### config.mk
export PLATFORM = sky130hd
export DESIGN_NAME = gpr_rd_top
export DESIGN_NICKNAME = d
export VERILOG_FILES = /design/src/gpr_pkg.sv /design/src/gpr_rd_if.sv /design/src/gpr_file.sv /design/src/gpr_rd_arbiter.sv /design/src/jalr_baseaddr_rd.sv /design/src/operand_rd.sv /design/src/gpr_rd_top.sv
export SDC_FILE = /design/constraint.sdc
export NUM_CORES = 2
export LEC_CHECK = 0
export BUFFER_PORTS_ARGS = -buffer_cell sky130_fd_sc_hd__buf_4
export CAP_MARGIN = 10
export CELL_PAD_IN_SITES_DETAIL_PLACEMENT = 1
export CELL_PAD_IN_SITES_GLOBAL_PLACEMENT = 1
export CORE_MARGIN = 4
export CORE_UTILIZATION = 40
export DETAILED_ROUTE_END_ITERATION = 6
export PLACE_DENSITY_LB_ADDON = 0.1
export SLEW_MARGIN = 40
export SYNTH_ARGS = -nofsm -noshare
export SYNTH_HDL_FRONTEND = slang
export SYNTH_HIERARCHICAL = 1
export SYNTH_SLANG_ARGS = --single-unit
### constraint.sdc
create_clock -name clk -period 5 [get_ports clk]
set_clock_uncertainty 0.05 [all_clocks]
set_input_delay 1 -clock clk [delete_from_list [all_inputs] [get_ports clk]]
set_output_delay 1 -clock clk [all_outputs]
set_load 0.01 [all_outputs]
### src/gpr_pkg.sv
package gpr_pkg;

	// register width of the integer core
	parameter int xlen = 32; // rv32i word
	parameter int gpr_idx_w = 5; // x0..x31 index bits
	parameter int gpr_cnt = 1 << gpr_idx_w; // 32 architectural registers

	// one register value
	typedef logic [xlen-1:0] gpr_data_t; // one word

	// register index as it appears in rs1/rs2/rd fields
	typedef logic [gpr_idx_w-1:0] gpr_idx_t;

	// hardwired zero register
	localparam gpr_idx_t gpr_x0 = gpr_idx_t'(0); // reads as zero, writes dropped

	// link register, read directly by the jalr path
	localparam gpr_idx_t gpr_x1 = gpr_idx_t'(1); // ra

endpackage

### src/gpr_rd_if.sv
interface gpr_rd_if import gpr_pkg::*; ();

	logic req; // read request, held until grant
	gpr_idx_t addr; // register index, stable with req
	logic grant; // same cycle as req when this side wins
	gpr_data_t dout; // read data, valid only with grant

	// reader side
	modport requester (
		output req,
		output addr,
		input grant,
		input dout
	);

	// register file / arbiter side
	modport port (
		input req,
		input addr,
		output grant,
		output dout
	);

endinterface

### src/gpr_file.sv
module gpr_file import gpr_pkg::*; (
	input logic clk,
	input logic resetn,

	// writeback port
	input logic wr_en, // write strobe
	input gpr_idx_t wr_addr, // destination register
	input gpr_data_t wr_data, // writeback value

	// shared read port #0
	gpr_rd_if.port rd,

	// x1 always visible for the jalr path
	output gpr_data_t x1_v
);

	gpr_data_t regs [1:gpr_cnt-1]; // x0 has no storage

	logic wr_hit; // valid write to a real register

	assign wr_hit = wr_en & (wr_addr != gpr_x0); // writes to x0 are dropped

	// write port, new value readable from the next cycle
	always_ff @(posedge clk or negedge resetn)
	begin
		if (!resetn)
		begin
			for (int i = 1; i < gpr_cnt; i++)
			begin
				regs[i] <= '0; // all registers come up zero
			end
		end
		else if (wr_hit)
		begin
			regs[wr_addr] <= wr_data;
		end
	end

	// async read, port #0 never stalls
	always_comb
	begin
		rd.grant = rd.req; // single consumer after arbiter
		if (rd.addr == gpr_x0)
		begin
			rd.dout = '0; // zero register
		end
		else
		begin
			rd.dout = regs[rd.addr];
		end
	end

	assign x1_v = regs[gpr_x1]; // dedicated link register tap

endmodule

### src/gpr_rd_arbiter.sv
module gpr_rd_arbiter #(
	parameter bit jalr_first = 1'b1 // jalr reader wins a tie
) (
	// jalr base address reader
	gpr_rd_if.port jalr,

	// operand reader
	gpr_rd_if.port opnd,

	// toward register file read port #0
	gpr_rd_if.requester file
);

	logic jalr_win; // jalr reader owns the port this cycle
	logic opnd_win; // operand reader owns the port this cycle

	// fixed priority, loser keeps req up and retries
	always_comb
	begin
		if (jalr_first)
		begin
			jalr_win = jalr.req;
			opnd_win = opnd.req & ~jalr.req; // waits while jalr asks
		end
		else
		begin
			opnd_win = opnd.req;
			jalr_win = jalr.req & ~opnd.req; // waits while operand asks
		end
	end

	// forward winner to the file
	assign file.req = jalr_win | opnd_win;
	assign file.addr = jalr_win ? jalr.addr : opnd.addr; // opnd addr when idle, harmless

	// grant only to the winner
	assign jalr.grant = jalr_win & file.grant;
	assign opnd.grant = opnd_win & file.grant;

	// data fans out, qualified by grant at each reader
	assign jalr.dout = file.dout;
	assign opnd.dout = file.dout;

endmodule

### src/jalr_baseaddr_rd.sv
module jalr_baseaddr_rd import gpr_pkg::*; (
	input logic clk,
	input logic resetn,

	// hazard state from decode
	input logic rs1_raw_dpc, // rs1 has a pending write

	input gpr_idx_t rs1_id, // base register index

	// x1 tap and shared read port #0
	input gpr_data_t x1_v,
	gpr_rd_if.requester rd,

	// fetch status
	input logic imem_access_resp_valid, // new instruction this cycle
	input logic is_jalr_inst, // current instruction is jalr
	output logic jalr_baseaddr_vld, // base address ready
	output gpr_data_t jalr_baseaddr_v // base address
);

	logic src_x0; // rs1 is zero register
	logic src_x1; // rs1 is link register
	logic need_p0; // rs1 comes through port #0
	logic need_x1; // rs1 comes from x1 tap
	logic p0_pend; // port request still owed
	logic x1_pend; // x1 read waiting on hazard

	logic fetch_hit; // base obtained this cycle
	gpr_data_t fetch_v; // base obtained this cycle
	logic vld_ext; // stretched done flag
	gpr_data_t base_q; // held base

	assign src_x0 = (rs1_id == gpr_x0);
	assign src_x1 = (rs1_id == gpr_x1);
	assign need_p0 = is_jalr_inst & ~src_x0 & ~src_x1; // x2..x31
	assign need_x1 = is_jalr_inst & src_x1;

	// port #0 request, never while rs1 hazard open
	assign rd.req = (imem_access_resp_valid | p0_pend) & need_p0 & ~rs1_raw_dpc;
	assign rd.addr = rs1_id; // held with the instruction

	// keep asking until grant
	always_ff @(posedge clk or negedge resetn)
	begin
		if (!resetn)
			p0_pend <= 1'b0;
		else
			p0_pend <= (p0_pend | (imem_access_resp_valid & need_p0)) & ~rd.grant;
	end

	// x1 waits for raw to clear
	always_ff @(posedge clk or negedge resetn)
	begin
		if (!resetn)
			x1_pend <= 1'b0;
		else
			x1_pend <= (x1_pend | (imem_access_resp_valid & need_x1)) & rs1_raw_dpc;
	end

	// done this cycle, by source
	always_comb
	begin
		fetch_hit = 1'b0;
		if ((imem_access_resp_valid | p0_pend | x1_pend) & is_jalr_inst)
		begin
			if (src_x0)
				fetch_hit = 1'b1; // immediate
			else if (src_x1)
				fetch_hit = ~rs1_raw_dpc; // once hazard gone
			else
				fetch_hit = rd.grant; // on port grant
		end
	end

	// zero for x0, tap for x1, port otherwise
	assign fetch_v = src_x0 ? '0 : (src_x1 ? x1_v : rd.dout);

	// new fetch masks the stretched flag of the old instruction
	assign jalr_baseaddr_vld = fetch_hit | (vld_ext & ~imem_access_resp_valid);
	assign jalr_baseaddr_v = fetch_hit ? fetch_v : base_q; // bypass fresh result

	always_ff @(posedge clk or negedge resetn)
	begin
		if (!resetn)
			vld_ext <= 1'b0;
		else
			vld_ext <= (vld_ext & ~imem_access_resp_valid) | fetch_hit;
	end

	// base holding register
	always_ff @(posedge clk)
	begin
		if (fetch_hit)
			base_q <= fetch_v;
	end

endmodule

### src/operand_rd.sv
module operand_rd import gpr_pkg::*; (
	input logic clk,
	input logic resetn,

	// decoded source operand
	input logic opnd_issue, // one-cycle strobe
	input gpr_idx_t opnd_id, // source register

	// shared read port #0
	gpr_rd_if.requester rd,

	// result
	output logic opnd_vld, // pulse in grant cycle
	output gpr_data_t opnd_v // last operand read
);

	logic pend; // request waiting for grant
	gpr_idx_t idx_q; // latched index while waiting
	gpr_data_t opnd_q; // held operand
	logic issue_acc; // issue accepted, not busy

	assign issue_acc = opnd_issue & ~pend; // issue ignored while pending

	// request straight from issue, then from the latch
	assign rd.req = pend | opnd_issue;
	assign rd.addr = pend ? idx_q : opnd_id;

	// wait for grant
	always_ff @(posedge clk or negedge resetn)
	begin
		if (!resetn)
			pend <= 1'b0;
		else if (pend)
			pend <= ~rd.grant;
		else
			pend <= issue_acc & ~rd.grant; // lost arbitration at issue
	end

	// index for the retried request
	always_ff @(posedge clk)
	begin
		if (issue_acc)
			idx_q <= opnd_id;
	end

	// capture granted data
	always_ff @(posedge clk)
	begin
		if (rd.grant)
			opnd_q <= rd.dout;
	end

	assign opnd_vld = rd.grant; // only granted with a live req
	assign opnd_v = rd.grant ? rd.dout : opnd_q; // bypass, then hold

endmodule

### src/gpr_rd_top.sv
module gpr_rd_top import gpr_pkg::*; #(
	parameter bit jalr_first = 1'b1 // tie goes to the jalr reader
) (
	input logic clk,
	input logic resetn,

	// writeback
	input logic wr_en,
	input gpr_idx_t wr_addr,
	input gpr_data_t wr_data,

	// fetch and hazard state
	input logic imem_access_resp_valid,
	input logic is_jalr_inst,
	input gpr_idx_t rs1_id,
	input logic rs1_raw_dpc,

	// jalr base address
	output logic jalr_baseaddr_vld,
	output gpr_data_t jalr_baseaddr_v,

	// operand read
	input logic opnd_issue,
	input gpr_idx_t opnd_id,
	output logic opnd_vld,
	output gpr_data_t opnd_v
);

	gpr_rd_if jalr_rd (); // jalr reader to arbiter
	gpr_rd_if opnd_rd (); // operand reader to arbiter
	gpr_rd_if file_rd (); // arbiter to register file

	gpr_data_t x1_v; // link register tap

	gpr_file u_file (
		.clk (clk),
		.resetn (resetn),
		.wr_en (wr_en),
		.wr_addr (wr_addr),
		.wr_data (wr_data),
		.rd (file_rd),
		.x1_v (x1_v)
	);

	gpr_rd_arbiter #(
		.jalr_first (jalr_first)
	) u_arb (
		.jalr (jalr_rd),
		.opnd (opnd_rd),
		.file (file_rd)
	);

	jalr_baseaddr_rd u_jalr (
		.clk (clk),
		.resetn (resetn),
		.rs1_raw_dpc (rs1_raw_dpc),
		.rs1_id (rs1_id),
		.x1_v (x1_v),
		.rd (jalr_rd),
		.imem_access_resp_valid (imem_access_resp_valid),
		.is_jalr_inst (is_jalr_inst),
		.jalr_baseaddr_vld (jalr_baseaddr_vld),
		.jalr_baseaddr_v (jalr_baseaddr_v)
	);

	operand_rd u_opnd (
		.clk (clk),
		.resetn (resetn),
		.opnd_issue (opnd_issue),
		.opnd_id (opnd_id),
		.rd (opnd_rd),
		.opnd_vld (opnd_vld),
		.opnd_v (opnd_v)
	);

endmodule

==> results.cfg <==
[drt]
first_pass_iters = 4
drc = 0
wl_per_cell_um = 28.3
totalWireLength_um = 157000
drt_iter0_markers = 1595
vias_per_cell = 5.65
drtAntennaViolNets = 0
vias = 31326

[synthesis]
ys_warn_count = 6
ys_seq_area_share_pct = 52.2
synth.net_count = 3719
synth_async_sr_flop_share_pct = 93.5
post_synth_instance_area_um2 = 50500
synth-main-ff-cell = dfrtp_1
synth-seq-cells = 1065
syn_area_per_cell_um2 = 13.8
yosysUniqueCellTypes = 52
syn_inst = 3665
synth-edff-count = 5

[worst_setup_path]
worst-r2r-setup-slack_ns = 1.12
slowest_stage = or2_4
critical_path.cell_chain = buf_4 -> nor4_4 -> nor4b_2 -> bufbuf_16 -> mux2_8 -> or2_4 -> buf_4 -> o22ai_1 -> nor3_1 -> buf_4 -> nor4_4 -> buf_4 -> nor2b_1 -> mux2_4 -> a2111oi_4 -> buf_4
critical_path.top_delay_family = simple AND/OR/NAND/NOR gates
path_buf_inv = 6
crit_path_end_kind = primary output
worstReg2RegStart = u_jalr/p0_pend$_DFF_PN0_
cp_max_fo = 9
cp.arrival_ns = 4.61
cp-start-kind = input pin
cp_slowest_stage_delay_ns = 0.38
crit_required_ns = 3.95
regToRegEndpoint = u_jalr/base_q[11]$_DFF_P_
r2r_cells = 14
crit_type = input pin to primary output
crit_top_cell = buf_4

[clock_tree]
clockBufferDepth = 3
cts_tree = yes
root_buffer = clkbuf_16
clk_pin_slew_ns = 0.06
cts_buffers = 121
hold_buffers = 0
clock_latency_ns = 0.72
htreeDepth = 3
clock_sinks = 1065

[final_layout]
diodes = 0
stdcell_area_um2 = 62000
drive_gt1_share_pct = 53.5
fill_cells = 12075
nNetsFinal = 3848
instances_no_fill = 5541
syn_to_final_growth_pct = 22.9

[placement]
place.gp.congestion = 0.796
place_inst = 5241
post-place-ws_ns = -1.11
port_buffers = 119
dpl_cell_area_um2 = 54300
place.detailed.hpwl_um = 95800

[min_path]
hold_path.class = input pin to async pin

[global_route]
grt_pass1_wl_um = 232000
grt_pass1_vias = 35328
grt_max_degree = 137
antenna_found_initial = 2
grt_usage_pct = 23.3
overflow = 0

[run_status]
violations = negative setup slack
status = finished with violations

[die]
die-area_um2 = 132000
coreArea_um2 = 126000
die_h_um = 363
row_count = 130
start_util_pct = 40.2
die_w_um = 363
boundaryPins = 120

[sta]
slew_headroom_pct = 46.2
min_period_ns = 5.66
setup_tns_ns = -24.31
rsz0062_at_grt = yes
setup_viol = 64
period_share_pct = 113
setup_slack_ns = -0.662
tightest_slew_ns = 0.808
hold_viol = 0
slew_violations = 0
fmax_mhz = 177

[job]
maxCapViolCount = 0

[power]
p_leak_uw = 0.0273
power.density_nw_per_um2 = 458
ir_worst_vdd_v = 0.000342
-- where the power goes --
group / leakage [uW] / total, uW / switching (uW) / internal, uW
combinational: 0.0120 / 8340 / 3960 / 4380
clock: 0.00194 / 8770 / 3570 / 5200
sequential: 0.0133 / 11300 / 950 / 10400
-- how the worst max path moves through the flow --
| stage | depth (start not counted) | to | slack, ns | startpoint |
|---|---|---|---|---|
| 5_1_grt | 15 | jalr_baseaddr_v[9] | -0.80 | u_jalr/p0_pend$_DFF_PN0_ |
| 6_report | 16 | jalr_baseaddr_v[27] | -0.66 | rs1_id[3] |
| 4_1_cts | 15 | jalr_baseaddr_v[11] | -0.72 | u_jalr/p0_pend$_DFF_PN0_ |
| 3_3_place_gp | 16 | jalr_baseaddr_v[11] | -1.48 | rs1_raw_dpc |
| 2_1_floorplan | 19 | jalr_baseaddr_v[22] | -0.31 | rs1_id[4] |
| 3_5_place_dp | 16 | jalr_baseaddr_v[11] | -1.11 | rs1_raw_dpc |
-- cell type report --
type / count / area (um^2) / area share, %
Clock inverter: 23 / 231 / 0.373
Clock buffer: 197 / 3700 / 5.96
Sequential cell: 1065 / 26400 / 42.5
Timing Repair Buffer: 467 / 5250 / 8.46
Multi-Input combinational cell: 2137 / 24400 / 39.4
Tap cell: 1650 / 2060 / 3.33
Inverter: 2 / 7.51 / 0.0121
-- cells in the mapped netlist (64+ instances only) --
cell type,number,area share [%]
nor3_1,102,1.0
dfrtp_1,996,49
dfxtp_1,64,2.5
mux2_1,83,1.9
o22ai_1,128,1.6
clkbuf_1,152,1.1
mux2i_1,320,6.3
mux4_2,64,2.9
buf_2,157,1.6
mux2_2,981,22
nor2b_1,71,0.88
buf_4,115,1.7
-- sequential cells by signal, summed over array words and instances, names as in the netlist --
signal / cells
u_file/x1_v: 32
u_jalr/base_q: 32
u_jalr/p0_pend: 1
u_jalr/x1_pend: 1
u_opnd/pend: 1
u_opnd/opnd_q: 32
u_opnd/idx_q: 5
u_jalr/vld_ext: 1
u_file/regs: 960
-- placed cells by master (no fill, tap or decap), types with 32 or more instances in the layout --
cell type	count
clkbuf_1	41
nor4_4	33
mux2_2	947
nor3_2	49
nor2b_1	42
clkbuf_16	133
dfrtp_1	996
o21ai_0	32
a221o_1	32
mux2_4	67
buf_12	63
o22ai_2	34
clkbuf_8	32
nor3_1	57
dfxtp_1	64
buf_4	285
a2111oi_4	32
mux4_2	64
buf_6	77
o22ai_1	72
mux2_1	83
nor2_1	36
mux2i_1	306
-- logic make-up (layout without fill, tap and decap cells) --
kind of cell | count (synthesis) | in the layout | synth area share (%)
compound gates | 325 | 325 | 4.84
buf+inv | 464 | 689 | 5.22
flops | 1065 | 1065 | 52.2
simple gates | 329 | 329 | 3.82
mux | 1482 | 1483 | 33.9
-- routing by layer --
layer | track usage [%] | part of all wire, % | vias up
li1 | - | - | 13606
met1 | 28.8 | 42 | 17081
met2 | 42.7 | 53 | 425
met4 | 6.77 | 3.0 | 2
met5 | 0 | 0.0057 | -
met3 | 2.75 | 2.3 | 212
-- repair_timing --
item / CTS / global route
gates resized for setup: 284 / 267
setup endpoints to repair: 64 / 64
buffers inserted: 41 / 63
cloned: 13 / 9
pin swaps: 48 / 101
-- stage by stage --
stage,hold slack [ns],total power (uW),utilization (%)
finish,0.213,28400,49.4
global route,0.235,29700,49.4
CTS,0.220,28000,48.1
detailed placement,0.408,18200,43.2
global placement,0.407,17800,43.1
floorplan,0.403,15700,-
(Power assumes the default switching activity.)
